**config.mk**
```make
export PLATFORM = sky130hd
export DESIGN_NAME = musicBoxTop
export DESIGN_NICKNAME = d
export VERILOG_FILES = /design/src/rtl/musicBoxPkg.sv /design/src/rtl/buttonDebouncer.sv /design/src/rtl/dacSerializer.sv /design/src/rtl/musicBoxTop.sv /design/src/rtl/playModeFsm.sv /design/src/rtl/tickTimer.sv /design/src/rtl/toneSynth.sv
export SDC_FILE = /design/constraint.sdc
export NUM_CORES = 1
export LEC_CHECK = 0
export BUFFER_PORTS_ARGS = -buffer_cell sky130_fd_sc_hd__buf_2
export CAP_MARGIN = 0
export CORE_ASPECT_RATIO = 1.75
export CORE_MARGIN = 8
export CORE_UTILIZATION = 24
export DETAILED_ROUTE_END_ITERATION = 8
export SETUP_SLACK_MARGIN = 0.2
export SYNTH_ARGS = -nofsm -noshare
export SYNTH_HDL_FRONTEND = slang
export SYNTH_SLANG_ARGS = --single-unit
```
**constraint.sdc**
```tcl
create_clock -name clock50Mhz -period 5.32 [get_ports clock50Mhz]
set_clock_uncertainty 0.2 [all_clocks]
set_input_delay 0.532 -clock clock50Mhz [delete_from_list [all_inputs] [get_ports clock50Mhz]]
set_output_delay 0.532 -clock clock50Mhz [all_outputs]
set_load 0.005 [all_outputs]
```
**src/rtl/musicBoxPkg.sv**
```systemverilog
//--------------------
// Music box shared definitions
// Widths, key and sample types, play state enum and the tone table
//--------------------
`default_nettype none

package musicBoxPkg;

	//--------------------
	// Widths
	localparam int KeyCount     = 6;  // Music keys on the box
	localparam int SampleWidth  = 12; // DAC resolution
	localparam int DacCtrlWidth = 4;  // Leading control bits, zero for normal mode
	localparam int FrameWidth   = DacCtrlWidth + SampleWidth; // 16 bit SPI frame

	localparam int HalfCountWidth = 4; // Holds the longest half period

	//--------------------
	// Types
	typedef logic [KeyCount-1:0]         keyMaskT; // One bit per key, high = held
	typedef logic [$clog2(KeyCount)-1:0] keyIdxT;  // Key number 0..5
	typedef logic [SampleWidth-1:0]      sampleT;  // One DAC sample

	// Play mode states
	typedef enum logic [1:0] {
		stIdle    = 2'd0, // Nothing sounding
		stKeyPlay = 2'd1, // A key is held
		stDrone   = 2'd2  // Bee mode keeps the last key going
	} playStateT;

	//--------------------
	// Tone table
	localparam sampleT ToneAmplitude = 12'h600; // High half of the square wave

	// Half period in sample ticks, index 0 is the lowest key
	// Key 0 sits in the rightmost slot
	localparam logic [KeyCount-1:0][HalfCountWidth-1:0] ToneHalfPeriod = {
		4'd3, // Key 5
		4'd4, // Key 4
		4'd5, // Key 3
		4'd6, // Key 2
		4'd7, // Key 1
		4'd8  // Key 0
	};

endpackage

`default_nettype wire

```
**src/rtl/buttonDebouncer.sv**
```systemverilog
//--------------------
// Button debouncer
// Syncs the six keys and the bee button, filters them on the debounce
// tick and pulses beePress on each clean press of the bee button
//--------------------
`timescale 1ns/100ps
`default_nettype none

module buttonDebouncer #(
	parameter int StableCount = 3 // Equal samples in a row before a flip
) (
	input  logic                 clock50Mhz,
	input  logic                 arstN,
	input  logic                 debounceTick,
	input  logic [musicBoxPkg::KeyCount-1:0] musicKeysN, // Active low pins
	input  logic                 beeButtonN,  // Active low pin
	output musicBoxPkg::keyMaskT keys,        // Clean, active high
	output logic                 beePress     // One cycle per press
);

	localparam int InputCount = musicBoxPkg::KeyCount + 1; // Bee button on top
	localparam int CntWidth   = $clog2(StableCount + 1);

	logic [InputCount-1:0] syncMeta;  // First sync stage
	logic [InputCount-1:0] syncPins;  // Second stage, active high
	logic [InputCount-1:0] stable;    // Debounced state
	logic [CntWidth-1:0]   diffCnt [InputCount]; // Ticks in a row that differ
	logic                  beeDly;    // Last debounced bee level

	// Two flop sync, invert to active high
	always_ff @(posedge clock50Mhz or negedge arstN) begin
		if (!arstN) begin
			syncMeta <= '0;
			syncPins <= '0;
		end else begin
			syncMeta <= ~{beeButtonN, musicKeysN};
			syncPins <= syncMeta;
		end
	end

	//--------------------
	// Stable sample filter
	always_ff @(posedge clock50Mhz or negedge arstN) begin
		if (!arstN) begin
			stable <= '0;
			for (int i = 0; i < InputCount; i++) begin
				diffCnt[i] <= '0;
			end
		end else if (debounceTick) begin
			for (int i = 0; i < InputCount; i++) begin
				if (syncPins[i] == stable[i]) begin
					diffCnt[i] <= '0; // Bounce back, start over
				end else if (diffCnt[i] == CntWidth'(StableCount - 1)) begin
					stable[i]  <= syncPins[i]; // Held long enough
					diffCnt[i] <= '0;
				end else begin
					diffCnt[i] <= diffCnt[i] + 1'b1;
				end
			end
		end
	end

	// Edge detect on the clean bee level
	always_ff @(posedge clock50Mhz or negedge arstN) begin
		if (!arstN) begin
			beeDly <= 1'b0;
		end else begin
			beeDly <= stable[InputCount-1];
		end
	end

	assign keys     = stable[InputCount-2:0];
	assign beePress = stable[InputCount-1] & ~beeDly; // Rising edge only

endmodule

`default_nettype wire

```
**src/rtl/dacSerializer.sv**
```systemverilog
//--------------------
// DAC serializer
// Acknowledge side of the sample handshake, sends each sample as a
// 16 bit SPI frame MSB first, two clocks per bit
//--------------------
`timescale 1ns/100ps
`default_nettype none

module dacSerializer (
	input  logic                clock50Mhz,
	input  logic                arstN,
	input  logic                sampleReq,
	input  musicBoxPkg::sampleT sample,
	output logic                sampleAck,
	output logic                dacSclk,  // Also the SCLK phase flop
	output logic                dacSyncN, // Low for the whole frame
	output logic                dacDin
);

	localparam int BitCntWidth = $clog2(musicBoxPkg::FrameWidth);

	logic [musicBoxPkg::FrameWidth-1:0] frame; // Shift register, MSB goes out
	logic [BitCntWidth-1:0] bitCnt;    // Bit now on dacDin
	logic                   startPend; // Frame latched, sync not yet low
	logic                   idle;
	logic                   latch;     // Take a new sample this cycle
	logic                   lastBit;
	logic                   shiftBit;  // Falling edge moving to the next bit

	assign idle     = dacSyncN && !startPend && !sampleAck;
	assign latch    = idle && sampleReq;
	assign lastBit  = (bitCnt == BitCntWidth'(musicBoxPkg::FrameWidth - 1));
	assign shiftBit = !dacSyncN && dacSclk && !lastBit;

	// Frame register
	always_ff @(posedge clock50Mhz) begin
		if (latch) begin
			frame <= {{musicBoxPkg::DacCtrlWidth{1'b0}}, sample}; // Normal mode bits
		end else if (shiftBit) begin
			frame <= {frame[musicBoxPkg::FrameWidth-2:0], 1'b0};
		end
	end

	//--------------------
	// Acknowledge side
	always_ff @(posedge clock50Mhz or negedge arstN) begin
		if (!arstN) begin
			sampleAck <= 1'b0;
		end else if (latch) begin
			sampleAck <= 1'b1;  // One cycle after req seen
		end else if (sampleAck && !sampleReq) begin
			sampleAck <= 1'b0;  // Req gone, close the handshake
		end
	end

	//--------------------
	// SPI timing
	always_ff @(posedge clock50Mhz or negedge arstN) begin
		if (!arstN) begin
			startPend <= 1'b0;
			dacSyncN  <= 1'b1;
			dacSclk   <= 1'b0;
			dacDin    <= 1'b0;
			bitCnt    <= '0;
		end else if (!dacSyncN) begin
			if (!dacSclk) begin
				dacSclk <= 1'b1; // Rise mid bit
			end else begin
				dacSclk <= 1'b0; // DAC takes the bit here
				if (lastBit) begin
					dacSyncN <= 1'b1; // 16th fall ends the frame
					dacDin   <= 1'b0;
				end else begin
					dacDin <= frame[musicBoxPkg::FrameWidth-2];
					bitCnt <= bitCnt + 1'b1;
				end
			end
		end else if (startPend) begin
			startPend <= 1'b0;
			dacSyncN  <= 1'b0;  // Cycle after the latch
			dacSclk   <= 1'b0;
			dacDin    <= frame[musicBoxPkg::FrameWidth-1];
			bitCnt    <= '0;
		end else if (latch) begin
			startPend <= 1'b1;
		end
	end

endmodule

`default_nettype wire

```
**src/rtl/musicBoxTop.sv**
```systemverilog
//--------------------
// Music box top
// Keys in, square wave tone out to the speaker DAC over SPI
//--------------------
`timescale 1ns/100ps
`default_nettype none

module musicBoxTop #(
	parameter int SampleDiv   = 2268,  // About 22 kHz, keep at 40 or more
	parameter int DebounceDiv = 50000, // 1 ms
	parameter int StableCount = 3
) (
	input  logic       clock50Mhz,
	input  logic       arstN,
	input  logic [5:0] musicKeysN, // Active low keys
	input  logic       beeButtonN, // Active low
	output logic       dacSclk,
	output logic       dacSyncN,
	output logic       dacDin,
	output logic       beeLed
);

	logic                 sampleTick;
	logic                 debounceTick;
	musicBoxPkg::keyMaskT keys;
	logic                 beePress;
	logic                 toneOn;
	musicBoxPkg::keyIdxT  toneKey;
	logic                 sampleReq;
	logic                 sampleAck;
	musicBoxPkg::sampleT  sample;

	//--------------------
	// Enables and inputs
	tickTimer #(.SampleDiv(SampleDiv), .DebounceDiv(DebounceDiv)) uTickTimer (
		.clock50Mhz(clock50Mhz), .arstN(arstN),
		.sampleTick(sampleTick), .debounceTick(debounceTick)
	);

	buttonDebouncer #(.StableCount(StableCount)) uButtonDebouncer (
		.clock50Mhz(clock50Mhz), .arstN(arstN), .debounceTick(debounceTick),
		.musicKeysN(musicKeysN), .beeButtonN(beeButtonN),
		.keys(keys), .beePress(beePress)
	);

	// Which key sounds
	playModeFsm uPlayModeFsm (
		.clock50Mhz(clock50Mhz), .arstN(arstN), .keys(keys), .beePress(beePress),
		.toneOn(toneOn), .toneKey(toneKey), .beeLed(beeLed)
	);

	//--------------------
	// Audio path
	toneSynth uToneSynth (
		.clock50Mhz(clock50Mhz), .arstN(arstN), .sampleTick(sampleTick),
		.toneOn(toneOn), .toneKey(toneKey), .sampleAck(sampleAck),
		.sampleReq(sampleReq), .sample(sample)
	);

	dacSerializer uDacSerializer (
		.clock50Mhz(clock50Mhz), .arstN(arstN), .sampleReq(sampleReq),
		.sample(sample), .sampleAck(sampleAck),
		.dacSclk(dacSclk), .dacSyncN(dacSyncN), .dacDin(dacDin)
	);

endmodule

`default_nettype wire

```
**src/rtl/playModeFsm.sv**
```systemverilog
//--------------------
// Play mode FSM
// Picks the sounding key, keeps the bee toggle and the drone hold
//--------------------
`timescale 1ns/100ps
`default_nettype none

module playModeFsm (
	input  logic                 clock50Mhz,
	input  logic                 arstN,
	input  musicBoxPkg::keyMaskT keys,     // Debounced keys
	input  logic                 beePress, // Toggles bee mode
	output logic                 toneOn,
	output musicBoxPkg::keyIdxT  toneKey,
	output logic                 beeLed    // Bee mode indicator
);

	musicBoxPkg::playStateT state;
	musicBoxPkg::playStateT stateNext;

	logic beeMode;     // Toggle flag
	logic beeModeNext; // Flag as it will be next cycle
	logic anyKey;

	// Lowest held key wins
	function automatic musicBoxPkg::keyIdxT lowestKey(input musicBoxPkg::keyMaskT mask);
		musicBoxPkg::keyIdxT idx;
		idx = '0;
		for (int i = musicBoxPkg::KeyCount - 1; i >= 0; i--) begin
			if (mask[i]) begin
				idx = musicBoxPkg::keyIdxT'(i);
			end
		end
		return idx;
	endfunction

	assign anyKey      = |keys;
	assign beeModeNext = beeMode ^ beePress; // Press seen in the same cycle

	//--------------------
	// Next state
	always_comb begin
		stateNext = state;
		case (state)
			musicBoxPkg::stIdle: begin
				if (anyKey) stateNext = musicBoxPkg::stKeyPlay;
			end
			musicBoxPkg::stKeyPlay: begin
				if (!anyKey) begin
					stateNext = beeModeNext ? musicBoxPkg::stDrone : musicBoxPkg::stIdle;
				end
			end
			musicBoxPkg::stDrone: begin
				if (anyKey) begin
					stateNext = musicBoxPkg::stKeyPlay;     // New key takes over
				end else if (!beeModeNext) begin
					stateNext = musicBoxPkg::stIdle;        // Bee off stops the drone
				end
			end
			default: stateNext = musicBoxPkg::stIdle;
		endcase
	end

	// State, bee flag and key register
	always_ff @(posedge clock50Mhz or negedge arstN) begin
		if (!arstN) begin
			state   <= musicBoxPkg::stIdle;
			beeMode <= 1'b0;
			toneKey <= '0;
		end else begin
			state   <= stateNext;
			beeMode <= beeModeNext;
			if (anyKey) toneKey <= lowestKey(keys); // Drone keeps the old key
		end
	end

	assign toneOn = (state != musicBoxPkg::stIdle);
	assign beeLed = beeMode;

endmodule

`default_nettype wire

```
**src/rtl/tickTimer.sv**
```systemverilog
//--------------------
// Tick timer
// Free running dividers that give the sample and debounce enables
//--------------------
`timescale 1ns/100ps
`default_nettype none

module tickTimer #(
	parameter int SampleDiv   = 2268,  // Clocks per sample tick
	parameter int DebounceDiv = 50000  // Clocks per debounce tick
) (
	input  logic clock50Mhz,
	input  logic arstN,
	output logic sampleTick,  // One cycle every SampleDiv clocks
	output logic debounceTick // One cycle every DebounceDiv clocks
);

	localparam int SampleCntWidth   = $clog2(SampleDiv);
	localparam int DebounceCntWidth = $clog2(DebounceDiv);

	logic [SampleCntWidth-1:0]   sampleCnt;   // Counts down to zero
	logic [DebounceCntWidth-1:0] debounceCnt;

	// Sample divider, first tick lands SampleDiv clocks after reset
	always_ff @(posedge clock50Mhz or negedge arstN) begin
		if (!arstN) begin
			sampleCnt <= SampleCntWidth'(SampleDiv - 1);
		end else if (sampleCnt == '0) begin
			sampleCnt <= SampleCntWidth'(SampleDiv - 1); // Reload
		end else begin
			sampleCnt <= sampleCnt - 1'b1;
		end
	end

	// Debounce divider
	always_ff @(posedge clock50Mhz or negedge arstN) begin
		if (!arstN) begin
			debounceCnt <= DebounceCntWidth'(DebounceDiv - 1);
		end else if (debounceCnt == '0) begin
			debounceCnt <= DebounceCntWidth'(DebounceDiv - 1);
		end else begin
			debounceCnt <= debounceCnt - 1'b1;
		end
	end

	assign sampleTick   = (sampleCnt == '0);   // Enable, not a clock
	assign debounceTick = (debounceCnt == '0);

endmodule

`default_nettype wire

```
**src/rtl/toneSynth.sv**
```systemverilog
//--------------------
// Tone synthesizer
// Square wave from the tone table, one sample per accepted tick,
// request side of the sample handshake
//--------------------
`timescale 1ns/100ps
`default_nettype none

module toneSynth (
	input  logic                clock50Mhz,
	input  logic                arstN,
	input  logic                sampleTick,
	input  logic                toneOn,
	input  musicBoxPkg::keyIdxT toneKey,
	input  logic                sampleAck,
	output logic                sampleReq,
	output musicBoxPkg::sampleT sample
);

	logic [musicBoxPkg::HalfCountWidth-1:0] halfCnt;  // Ticks into this half
	logic [musicBoxPkg::HalfCountWidth-1:0] halfLen;  // Half period of toneKey
	logic                phaseHigh;  // Wave phase
	logic                toneOnDly;
	musicBoxPkg::keyIdxT lastKey;
	logic                restart;    // Key change or tone start
	logic                tickAccept; // Tick with the handshake idle

	assign halfLen    = musicBoxPkg::ToneHalfPeriod[toneKey];
	assign restart    = (toneKey != lastKey) || (toneOn && !toneOnDly);
	assign tickAccept = sampleTick && !sampleReq && !sampleAck; // Else dropped

	//--------------------
	// Wave phase
	always_ff @(posedge clock50Mhz or negedge arstN) begin
		if (!arstN) begin
			phaseHigh <= 1'b1;
			halfCnt   <= '0;
			toneOnDly <= 1'b0;
			lastKey   <= '0;
		end else begin
			toneOnDly <= toneOn;
			lastKey   <= toneKey;
			if (restart) begin
				phaseHigh <= 1'b1; // Every new note starts high
				halfCnt   <= '0;
			end else if (tickAccept && toneOn) begin
				if (halfCnt == halfLen - 1'b1) begin
					phaseHigh <= ~phaseHigh; // End of half period
					halfCnt   <= '0;
				end else begin
					halfCnt <= halfCnt + 1'b1;
				end
			end
		end
	end

	// Sample value, stable while the request is up
	always_ff @(posedge clock50Mhz) begin
		if (tickAccept) begin
			sample <= (toneOn && (phaseHigh || restart)) ? musicBoxPkg::ToneAmplitude : '0;
		end
	end

	//--------------------
	// Request side, four phase
	always_ff @(posedge clock50Mhz or negedge arstN) begin
		if (!arstN) begin
			sampleReq <= 1'b0;
		end else if (tickAccept) begin
			sampleReq <= 1'b1;  // Rises one cycle after the tick
		end else if (sampleReq && sampleAck) begin
			sampleReq <= 1'b0;  // Taken, drop it
		end
	end

endmodule

`default_nettype wire

```
# == Word-level counts from Yosys, hierarchy flattened ==
# Memory sizes are Yosys's and may differ from the RTL's.
# Index checks and enable logic that the tools add are counted.
# W data, S select, Z words.
# totals
memories,1
reg_bits,117
rom_bits,32
out_inout_bits,4
input_bits,9
# mem_list
name,words,width,rd,rd_ports_with_merged_regs,wr,line_no,rtl
(no name shown),8,4,1,0,0,toneSynth.sv:28,assign halfLen = musicBoxPkg::ToneHalfPeriod[toneKey];
# op_classes
n_reduce_logical,42
magnitude_cmp,1
bitwise_logic,12
mux,59
n_eq_ne,24
addsub,12
# ops
op,n
$mux W2,19
$mux W12,3
$mux W4,8
$reduce_and A3 Y1,9
$mux W1,20
$mux W3,6
$eq A2 B2 Y1 const B,8
$logic_not A16 Y1,1
$mux W16,1
$sub A16 B1 Y16 const B,1
$add A2 B1 Y2 const B,7
$reduce_bool A2 Y1,7
$logic_and A1 B1 Y1,12
$logic_not A12 Y1,1
$sub A12 B1 Y12 const B,1
$mux W11,1
$not A1 Y1,9
$add A4 B1 Y4 const B,2
$eq A1 B1 Y1,7
$not A7 Y7,1
$logic_not A1 Y1,6
$pmux W2 S3,1
$reduce_or A6 Y1,1
$eq A4 B4 Y1,1
other kinds (13),17

# == Depth between registers and ports, before layout ==
# Gate-level depths: netlist (run 1).
# logic_depth
ltp_word,7
ltp_mapped,9
depth_no_buf,7

# == By module ==
# Synthesis (run 1) repeated with hierarchy kept, for this count alone.
# hier_totals
cells_unflattened,456
hier_area_um2,5039.8
# modules_own_cells
module,seq_area_each_um2,cells_each,n_inst,area_each_um2
buttonDebouncer,900.9,116,1,1452.6
tickTimer,720.7,133,1,1442.6
dacSerializer,666.9,111,1,1159.9
toneSynth,281.5,75,1,716.9
playModeFsm,150.1,21,1,267.8

# == Worst setup path after synthesis (run 1) ==
# No wires, ideal clock.
# synth_path
path_kind,register to register
start,reg uPlayModeFsm.toneKey[0]
end,reg uToneSynth.phaseHigh
required_time_ns,5.045
path_stages_with_launch,9
n_path_buf,1
slack_ns,3.135
arrival_time_ns,1.910
setup_ns,0.075
period_less_slack_ns,2.185
path_cell_list,dfrtp_1 > buf_2 > inv_1 > ha_1 > or3b_2 > a211oi_1 > nor3_1 > nor3_2 > mux2i_1
# synth_between
elab_chain_len,6
word_cells_on_any_way,10
# synth_lines
element,line_no,rtl
start: declaration,playModeFsm.sv:14,"output musicBoxPkg::keyIdxT toneKey,"
start signal: assignment,playModeFsm.sv:73,if (anyKey) toneKey <= lowestKey(keys);
$mem_v2 Z8 W4,--,
$mux W4 (implied by the code),toneSynth.sv:28,
$sub A4 B1 Y4,toneSynth.sv:47,if (halfCnt == halfLen - 1'b1) begin
$eq A4 B4 Y1,toneSynth.sv:47,
$reduce_bool A2 Y1 (no source line),--,
$reduce_and A2 Y1 (no source line),--,
end signal: assignment,toneSynth.sv:48,phaseHigh <= ~phaseHigh;
end: declaration,toneSynth.sv:22,logic phaseHigh;
# Parallel ways exist; a longest one is shown, timed or not. The select of a mux whose other input is x is not followed.
# A chain may end at the register's enable or synchronous reset.

# == Final worst setup path (run 1) ==
# layout_path
start,reg uTickTimer.debounceCnt[0]
end,reg uButtonDebouncer.stable[0]
# layout_between
elab_chain_len,2
# layout_lines
element,line_no,rtl
start: declaration,tickTimer.sv:22,logic [DebounceCntWidth-1:0] debounceCnt;
start signal: assignment,tickTimer.sv:38,debounceCnt <= DebounceCntWidth'(DebounceDiv - 1);
start signal: assignment,tickTimer.sv:40,debounceCnt <= DebounceCntWidth'(DebounceDiv - 1);
start signal: assignment,tickTimer.sv:42,debounceCnt <= debounceCnt - 1'b1;
$logic_not A16 Y1,tickTimer.sv:47,assign debounceTick = (debounceCnt == '0);
$reduce_and A3 Y1 (no source line),--,
end signal: indexed assignment,buttonDebouncer.sv:54,stable[i] <= syncPins[i];
end: declaration,buttonDebouncer.sv:26,logic [InputCount-1:0] stable;
# Every way passes these cells.

==> flow_summary.toml, run 1 <==
[run_status]
outcome = "completed"

[final_layout]
seq_area_mm2 = 0.00245
layout_commonest_cell = "dfrtp_1"
final_cell_mix = "71 x dfrtp_1, 45 x nand2_1, 39 x nor2_1, 22 x a21oi_1, 21 x xnor2_1"
areaGrowthSynthToFinish_pct = 14.2
multi_input_comb_area_mm2 = 0.00175
final_net_count = 427
antenna_cells = 0
fillCellCount = 1817
drive_gt1_share_pct = 17.5

[clock_tree]
cts.sinks = 97
cts_tree = "built"
htree_num_levels = 3
cts_buffers = 9
postCtsHoldBufs = 1
clock_latency_ns = 0.34
cts_setup_buffers = 0
cts_root_buf = "clkbuf_16"
clk_pin_slew_ns = 0.07
ctsLongestPathBuffers = 2
cts_resized = 0

[floorplanning]
io_pins = 13
die-area_mm2 = 0.0227
fp.dieW_um = 117
start_util_pct = 24.3
die_h_um = 194
core_mm2 = 0.0178
rows = 65

[hold_path]
min_path_type = "in2reg"

[global_routing]
grt.overflow.total = 0
grt_usage_pct = 6.96
grt_max_degree = 65
grt_pass1_wl_mm = 13.3
antenna_found_initial = 0
grt_pass1_vias = 3038

[logic_synthesis]
synth.distinct_cells = 59
ys.flop_type = "dfrtp_1"
ys_ff_latch = 97
synth_top_area_share_pct = 41.1
async_flop_share_pct = 91.8
synth_nets = 414
ys_seq_area_share_pct = 56.7
synth_area_per_cell_um2 = 10.8
synth_largest_area_cell = "dfrtp_1"
synth.area.top_cells = "dfrtp_1 41%, dfstp_2 11%, xnor2_1 4.3%, nand2_1 3.9%, nor2_1 3.4%"
yosys_warnings = 0
netlist_instances = 399
syn_area_mm2 = 0.00432
synth_edf_count = 4

[power_and_ir_drop]
finalPower_mw = 1.41
swShare_pct = 21.0
leakagePower_nw = 2.14
pwr-share-clk_pct = 45.3
ir_drop_uv = 144
seqPwrFrac_pct = 53.2
pwr-share-comb_pct = 1.5
internal_power_mw = 1.11
powerDensity_mw_per_mm2 = 285
switching_power_mw = 0.296

[timing]
max_slew.worst_pin.slew_ns = 0.770
finalCritPeriodShare_pct = 46.7
setup_viol = 0
min_period_ns = 2.48
slew_headroom_pct = 48.7
fmax_mhz = 403
hold_viol = 0
final-max-slew-violation-count = 0
rsz0062_at_grt = "no"
tns_ns = 0

[setup_path]
crit_type = "reg2reg"
cp.arrival_ns = 2.51
cp_num_buf_inv = 1
cp_cell_sequence = "inv_1 > ha_1 > nor4b_4 > nand4_1 > nand2b_4 > nor3b_1 > mux2_2"
cp_max_fo = 40
crit_family = "simple AND/OR/NAND/NOR gates"
end_kind = "flip-flop"
cp-start-kind = "flip-flop"
crit_required_ns = 5.35
cpPeakStageDelay_ns = 0.38
cpMaxStageDelayCell = "dfstp_2"

[placed_design]
dp_hpwl_mm = 5.13
port-buffer-count = 12
gp_congestion = 0.759

[drt]
num_vias = 2878
drt_iter0_markers = 91
finalWirelength_mm = 7.38
wl_per_cell_um = 11.3
dr.pass1.iters = 4
via_per_inst = 4.42
drc = 0
antenna_left = 0

[flow_run]
max-cap-violations = 0
## cell usage after synthesis (4+ instances only)
library cell  instances
ha_1                  6
edfxtp_1              4
nand2_1              45
a21oi_1              22
nor2_1               39
nand3b_1              4
dfstp_2              18
clkbuf_1              6
a21o_1                8
nor4_1               11
dfxtp_1               4
mux2_2               11
o21ai_0              16
and3_1                4
xor2_1                8
xnor2_1              21
nor3b_2               6
nor2b_1               5
inv_1                18
nor3_1               11
dfrtp_1              71
nand3_1               9
## cell families (layout without fill, tap and decap cells)
family / count (synthesis) / after routing / synth area share [%]
xor gates and xnor gates: 29 / 29 / 5.88
and+or+nand+nor: 162 / 162 / 20.8
DFF: 97 / 97 / 56.7
muxes: 13 / 13 / 3.33
adders and majority gates: 6 / 6 / 1.74
buffers and inverters: 30 / 48 / 2.89
AOI/OAI and AO/OA: 62 / 62 / 8.71
## layer usage
metal,GRT usage (%),wire length (um),vias to the layer above
met3,1.11,151,14
li1,-,-,1408
met1,7.35,3170,1422
met4,4.44,215,0
met5,0,0,-
met2,12.6,3840,34
## path summary, 6_finish.rpt
| path | start | to | slack (ns) | cells past startpoint |
|---|---|---|---|---|
| setup / recovery | uTickTimer.debounceCnt[0]$_DFF_PN1_ | uButtonDebouncer.stable[0]$_DFFE_PN0P_ | 2.84 | 7 |
| hold / removal | musicKeysN[4] | uButtonDebouncer.syncMeta[4]$_DFF_PN0_ | 0.12 | 2 |
| setup reg to reg | uTickTimer.debounceCnt[0]$_DFF_PN1_ | uButtonDebouncer.stable[0]$_DFFE_PN0P_ | 2.84 | 7 |
| hold reg to reg | uButtonDebouncer.syncMeta[3]$_DFF_PN0_ | uButtonDebouncer.syncPins[3]$_DFF_PN0_ | 0.15 | 0 |
| max in group asynchronous | arstN | uDacSerializer.bitCnt[1]$_DFFE_PN0P_ | 3.40 | 3 |
| min in group asynchronous | arstN | uButtonDebouncer.syncPins[4]$_DFF_PN0_ | 0.43 | 2 |
## area by class of cell
class	count	share of cell area, %
sequential	97	49.6
multi-input combinational	272	35.4
tap	234	5.93
clock buffer	12	5.42
timing repair buffer	14	1.62
inverter	18	1.37
clock inverter	4	0.659
## stage by stage
step                      hold slack [ns]  area [um2]  cells  utilization, %  setup slack [ns]
after CTS                           0.104        4940    651            27.7              2.80
final                               0.120        4940    651            27.7              2.84
after floorplan                    0.0364        4320    399               -              3.14
after global placement              0.133        4630    634            26.0              2.94
after detailed placement            0.135        4630    634            26.0              2.81
after global routing                0.118        4940    651            27.7              2.68
## power groups by stage
stage,Combinational [mW],Sequential [mW],Clock (mW)
6_report,0.0218,0.749,0.638
5_1_grt,0.0268,0.749,0.686
4_1_cts,0.0236,0.749,0.660
3_5_place_dp,0.0229,0.763,0
3_3_place_gp,0.0220,0.762,0
2_1_floorplan,0.00465,0.762,0
## flip-flops by register name, indices dropped and copies added (netlist names), 2 cells and up
| register | flops |
|---|---|
| uButtonDebouncer.syncMeta | 7 |
| uPlayModeFsm.toneKey | 3 |
| uButtonDebouncer.stable | 7 |
| uTickTimer.sampleCnt | 12 |
| uButtonDebouncer.diffCnt | 14 |
| uToneSynth.halfCnt | 4 |
| uPlayModeFsm.state | 2 |
| uDacSerializer.bitCnt | 4 |
| uToneSynth.lastKey | 3 |
| uTickTimer.debounceCnt | 16 |
| uDacSerializer.frame | 7 |
| uButtonDebouncer.syncPins | 7 |
No activity file was read; power rests on OpenSTA's default activity.
==> inputs of run 2 (changes only) <==
==> constraint.sdc (replaced) <==
create_clock -name clock50Mhz -period 2.4 [get_ports clock50Mhz]
set_clock_uncertainty 0.2 [all_clocks]
set_input_delay 0.24 -clock clock50Mhz [delete_from_list [all_inputs] [get_ports clock50Mhz]]
set_output_delay 0.24 -clock clock50Mhz [all_outputs]
set_load 0.005 [all_outputs]
==> run 2 against run 1 <==
  * Global-route usage up 0.61 points
  * Cell count increased by 4.0%
  * Highest routed layer unchanged
  * Power up 120%
  * Fmax rose by 15%
  * Clock power increased by 110%
  * Combinational power increased to 2.8 times the previous value
  * Final area grew 5.5%
  * Setup slack lost 2.6 ns
  * Die area unchanged
  * Register-to-register slack worse by 2.6 ns
==> flow_summary.toml, run 2 (synthesized netlist as in run 1, its figures left out) <==
[run_status]
outcome = "completed"

[setup_path]
cp_cell_sequence = "inv_2 > ha_4 > nor4b_4 > nand4_1 > buf_4 > nand2b_4 > nor3b_4 > mux2_4"
cp-start-kind = "flip-flop"
cp_max_fo = 5
cpPeakStageDelay_ns = 0.38
cp.arrival_ns = 2.20
cpMaxStageDelayCell = "dfstp_2"
crit_required_ns = 2.43
crit_type = "reg2reg"
end_kind = "flip-flop"

[floorplanning]
die_h_um = 194
rows = 65
io_pins = 13
core_mm2 = 0.0178
start_util_pct = 24.3
fp.dieW_um = 117
die-area_mm2 = 0.0227

[placed_design]
gp_congestion = 0.720
pre_cts_ws_ns = -0.00635
port-buffer-count = 12
dp_hpwl_mm = 5.39

[final_layout]
antenna_cells = 0
top_register = "uTickTimer.debounceCnt"
fillCellCount = 1843
areaGrowthSynthToFinish_pct = 20.5
drive_gt1_share_pct = 23.3
final_cell_mix = "71 x dfrtp_1, 45 x nand2_1, 39 x nor2_1, 22 x a21oi_1, 21 x xnor2_1"
layout_commonest_cell = "dfrtp_1"
largest_register_ff_count = 16
reg.largest.list = "uTickTimer.debounceCnt x16, uButtonDebouncer.diffCnt x14, uTickTimer.sampleCnt x12"
multi_input_comb_area_mm2 = 0.00183
utilization_pct = 29.3
seq_area_mm2 = 0.00245
final_net_count = 453

[timing]
hold_viol = 0
max_slew.worst_pin.slew_ns = 0.553
finalCritPeriodShare_pct = 90.4
rsz0062_at_grt = "yes"
slew_headroom_pct = 63.1
final.setup.worst_slack_ns = 0.231
final-max-slew-violation-count = 0
whs_ns = 0.148
min_period_ns = 2.17
setup_viol = 0
fmax_mhz = 461
tns_ns = 0

[global_routing]
grt_pass1_vias = 3126
grt_usage_pct = 7.57
antenna_found_initial = 0
grt_pass1_wl_mm = 14.2
grt.overflow.total = 0
grt_max_degree = 49

[drt]
num_vias = 2987
wl_met1_mm = 3.38
wl_met2_mm = 4.37
met3WireLength_um = 143
drt_iter0_markers = 165
drc = 0
finalWirelength_mm = 8.07
wl_per_cell_um = 11.9
dr.pass1.iters = 4
antenna_left = 0
highest_layer = "met4"
via_per_inst = 4.41

[power_and_ir_drop]
powerDensity_mw_per_mm2 = 589
finalPower_mw = 3.07
ir_drop_uv = 283
leakagePower_nw = 2.27

[clock_tree]
htree_num_levels = 3
cts_buffers = 9
cts.sinks = 97
ctsLongestPathBuffers = 2
clk_pin_slew_ns = 0.07
cts_tree = "built"
cts_root_buf = "clkbuf_16"
clock_latency_ns = 0.34

[hold_path]
min_path_type = "reg2reg"

[flow_run]
max-cap-violations = 0
-- run 2: worst max-delay path, delay by kind of cell (launching register included) --
family,cells,cell delay [ns]
buffers and inverters,2,0.26
adder cells (fa/ha/maj),1,0.13
flip-flops,1,0.38
multiplexers,1,0.31
AND/OR/NAND/NOR,4,0.78
-- run 2: path summary, 6_finish.rpt --
check	startpoint	to	slack, ns	depth (start not counted)
worst max-delay path	uTickTimer.debounceCnt[0]$_DFF_PN1_	uButtonDebouncer.stable[5]$_DFFE_PN0P_	0.23	8
worst min-delay path	uButtonDebouncer.syncMeta[1]$_DFF_PN0_	uButtonDebouncer.syncPins[1]$_DFF_PN0_	0.15	0
worst max register to register	uTickTimer.debounceCnt[0]$_DFF_PN1_	uButtonDebouncer.stable[5]$_DFFE_PN0P_	0.23	8
worst min register to register	uButtonDebouncer.syncMeta[1]$_DFF_PN0_	uButtonDebouncer.syncPins[1]$_DFF_PN0_	0.15	0
max in group asynchronous	arstN	uTickTimer.debounceCnt[2]$_DFF_PN1_	1.21	3
min in group asynchronous	arstN	uButtonDebouncer.syncMeta[5]$_DFF_PN0_	0.16	2
-- run 2: per-stage QoR --
step | cells | cell area [um2]
6_report | 677 | 5210
5_1_grt | 677 | 5210
4_1_cts | 675 | 5170
3_5_place_dp | 645 | 4720
3_3_place_gp | 645 | 4720
2_1_floorplan | 399 | 4320
-- run 2: repair_timing --
action,CTS,global route
hold buffers,8,0
cloned,2,0
endpoints found under the setup margin,12,10
resized for setup,10,5
hold endpoints to repair,32,0
buffers inserted,4,2
pin swaps,2,5
-- run 2: area by class of cell --
class	instances	area share, %
clock inverters	7	1.01
flip-flops and latches	97	47.0
repair buffers	38	5.57
well taps	234	5.62
multi-input cells	274	35.2
clock buffers	9	4.32
inverters	18	1.30
-- run 2: metal layers --
metal	vias up	GRT usage (%)
met4	0	4.10
met1	1487	7.81
met5	-	0
met2	27	13.8
met3	13	1.81
li1	1460	-
-- run 2: where the power goes --
group	total (mW)	switching (mW)	internal, mW
clock network	1.35	0.635	0.712
registers	1.66	0.00554	1.65
logic	0.0620	0.0385	0.0235
total	3.07	0.679	2.39
==> inputs of run 3 (changes only) <==
--- a/config.mk
+++ b/config.mk
@@ -7,10 +7,13 @@
 export LEC_CHECK = 0
 export BUFFER_PORTS_ARGS = -buffer_cell sky130_fd_sc_hd__buf_2
 export CAP_MARGIN = 0
+export CELL_PAD_IN_SITES_DETAIL_PLACEMENT = 1
+export CELL_PAD_IN_SITES_GLOBAL_PLACEMENT = 1
 export CORE_ASPECT_RATIO = 1.75
 export CORE_MARGIN = 8
 export CORE_UTILIZATION = 24
 export DETAILED_ROUTE_END_ITERATION = 8
+export PLACE_DENSITY_LB_ADDON = 0.1
 export SETUP_SLACK_MARGIN = 0.2
 export SYNTH_ARGS = -nofsm -noshare
 export SYNTH_HDL_FRONTEND = slang
==> run 3 against run 2 <==
  * First-iteration DRC count down 46%
  * Global-route usage rose by 1.5 points
  * Die area is the same
  * Register-to-register slack improved by 0.09 ns
  * Critical path depth down 1
  * Largest cell class unchanged
  * Worst hold slack improved by 0.0019 ns
  * Fmax grew 4.3%
  * Power is 3.4% higher
==> flow_summary.toml, run 3 (synthesized netlist as in run 1, its figures left out) <==
[placed_design]
dpl_cell_area_mm2 = 0.00478
gp_congestion = 0.677
port-buffer-count = 12
pre_cts_ws_ns = 0.136
dp.cells = 653
dp_hpwl_mm = 6.58

[setup_path]
crit_required_ns = 2.43
crit_type = "reg2reg"
cp-start-kind = "flip-flop"
cp.arrival_ns = 2.11
cp_max_fo = 7
end_kind = "flip-flop"
r2r.worst_path.cells = 7

[power_and_ir_drop]
pwr-share-clk_pct = 45.5
finalPower_mw = 3.17
leakagePower_nw = 2.32
seqPwrFrac_pct = 52.4
swShare_pct = 21.6
switching_power_mw = 0.686
powerDensity_mw_per_mm2 = 588
internal_power_mw = 2.49
pwr-share-comb_pct = 2.1
ir_drop_uv = 228

[floorplanning]
io_pins = 13
die_h_um = 194
rows = 65
fp.dieW_um = 117
start_util_pct = 24.3
core_mm2 = 0.0178
die-area_mm2 = 0.0227

[run_status]
outcome = "completed"

[drt]
num_vias = 3049
finalWirelength_mm = 9.63
wl_per_cell_um = 14.1
antenna_left = 0
drt_iter0_markers = 89
dr.pass1.iters = 3
drc = 0
via_per_inst = 4.46

[clock_tree]
ctsLongestPathBuffers = 2
cts_root_buf = "clkbuf_16"
htree_num_levels = 3
cts_tree = "built"
cts_buffers = 9
clk_pin_slew_ns = 0.07
clock_latency_ns = 0.35
cts.sinks = 97

[timing]
final-max-slew-violation-count = 0
slew_headroom_pct = 47.7
finalCritPeriodShare_pct = 86.6
whs_ns = 0.150
min_period_ns = 2.08
max_slew.worst_pin.slew_ns = 0.784
rsz0062_at_grt = "yes"
setup_viol = 0
final.setup.worst_slack_ns = 0.321
hold_viol = 0
fmax_mhz = 481
tns_ns = 0

[global_routing]
grt_pass1_wl_mm = 16.6
grt_pass1_vias = 3349
grt_util_met2_pct = 17.2
grt.overflow.total = 0
grt_usage_pct = 9.07
antenna_found_initial = 0
grt_util_met1_pct = 9.09
use_met3_pct = 1.90
top_usage_layer = "met2"
grt_max_degree = 57

[final_layout]
utilization_pct = 30.3
layout_commonest_cell = "dfrtp_1"
antenna_cells = 0
fillCellCount = 1964
largest_register_ff_count = 16
seq_area_mm2 = 0.00245
final_net_count = 459
top_register = "uTickTimer.debounceCnt"
final_cell_mix = "71 x dfrtp_1, 45 x nand2_1, 39 x nor2_1, 22 x a21oi_1, 21 x xnor2_1"
multi_input_comb_area_mm2 = 0.00193
drive_gt1_share_pct = 24.7
stdcell_area_mm2 = 0.00540
final_cells = 683
reg.largest.list = "uTickTimer.debounceCnt x16, uButtonDebouncer.diffCnt x14, uTickTimer.sampleCnt x12"
areaGrowthSynthToFinish_pct = 24.8

[hold_path]
holdPathStages = 0
min_path_type = "reg2reg"

[flow_run]
max-cap-violations = 0
run 3: power groups by stage:
| stage | sequential [mW] | clock, mW | combinational, mW |
|---|---|---|---|
| after floorplan | 1.69 | 0 | 0.0103 |
| final | 1.66 | 1.44 | 0.0665 |
| after global routing | 1.66 | 1.59 | 0.0784 |
| after detailed placement | 1.69 | 0 | 0.0578 |
| after global placement | 1.69 | 0 | 0.0564 |
| after CTS | 1.66 | 1.54 | 0.0678 |
run 3: path summary, 6_finish.rpt:
| kind | from | endpoint | slack [ns] |
|---|---|---|---|
| min in group asynchronous | arstN | uDacSerializer.dacDin$_DFFE_PN0P_ | 0.32 |
| min | uButtonDebouncer.syncMeta[6]$_DFF_PN0_ | uButtonDebouncer.syncPins[6]$_DFF_PN0_ | 0.15 |
| max | uTickTimer.debounceCnt[1]$_DFF_PN1_ | uButtonDebouncer.stable[5]$_DFFE_PN0P_ | 0.32 |
| max in group asynchronous | arstN | uButtonDebouncer.syncPins[1]$_DFF_PN0_ | 1.00 |
| max reg2reg | uTickTimer.debounceCnt[1]$_DFF_PN1_ | uButtonDebouncer.stable[5]$_DFFE_PN0P_ | 0.32 |
| min reg2reg | uButtonDebouncer.syncMeta[6]$_DFF_PN0_ | uButtonDebouncer.syncPins[6]$_DFF_PN0_ | 0.15 |
run 3: timing repair:
item,CTS,global route
resized for setup,6,29
hold buffers,8,0
endpoints found under the hold margin,43,0
setup endpoints to repair,4,18
pin swaps,3,9
setup buffers,3,2
cloned,1,0
run 3: worst max-delay path, cell delays in order, from the launching register on:
cell and delay, ns:
dfstp_2 0.38, inv_2 0.06, ha_4 0.13, nor4b_4 0.20, nand4_1 0.18, nand2b_4 0.26, nor3b_2 0.19, mux2_2 0.35
run 3: per-layer routing:
metal | wire (um) | share of wire [%]
met5 | 0 | 0
met4 | 193 | 2.0
met3 | 179 | 1.9
met2 | 5430 | 56
met1 | 3820 | 40
run 3: area by class of cell:
type                    count  share of cell area [%]
multi-input cells         273                    35.8
repair buffers             45                    6.77
clock buffers              11                    4.31
clock inverters             5                    1.04
flip-flops and latches     97                    45.4
well taps                 234                    5.43
inverters                  18                    1.25
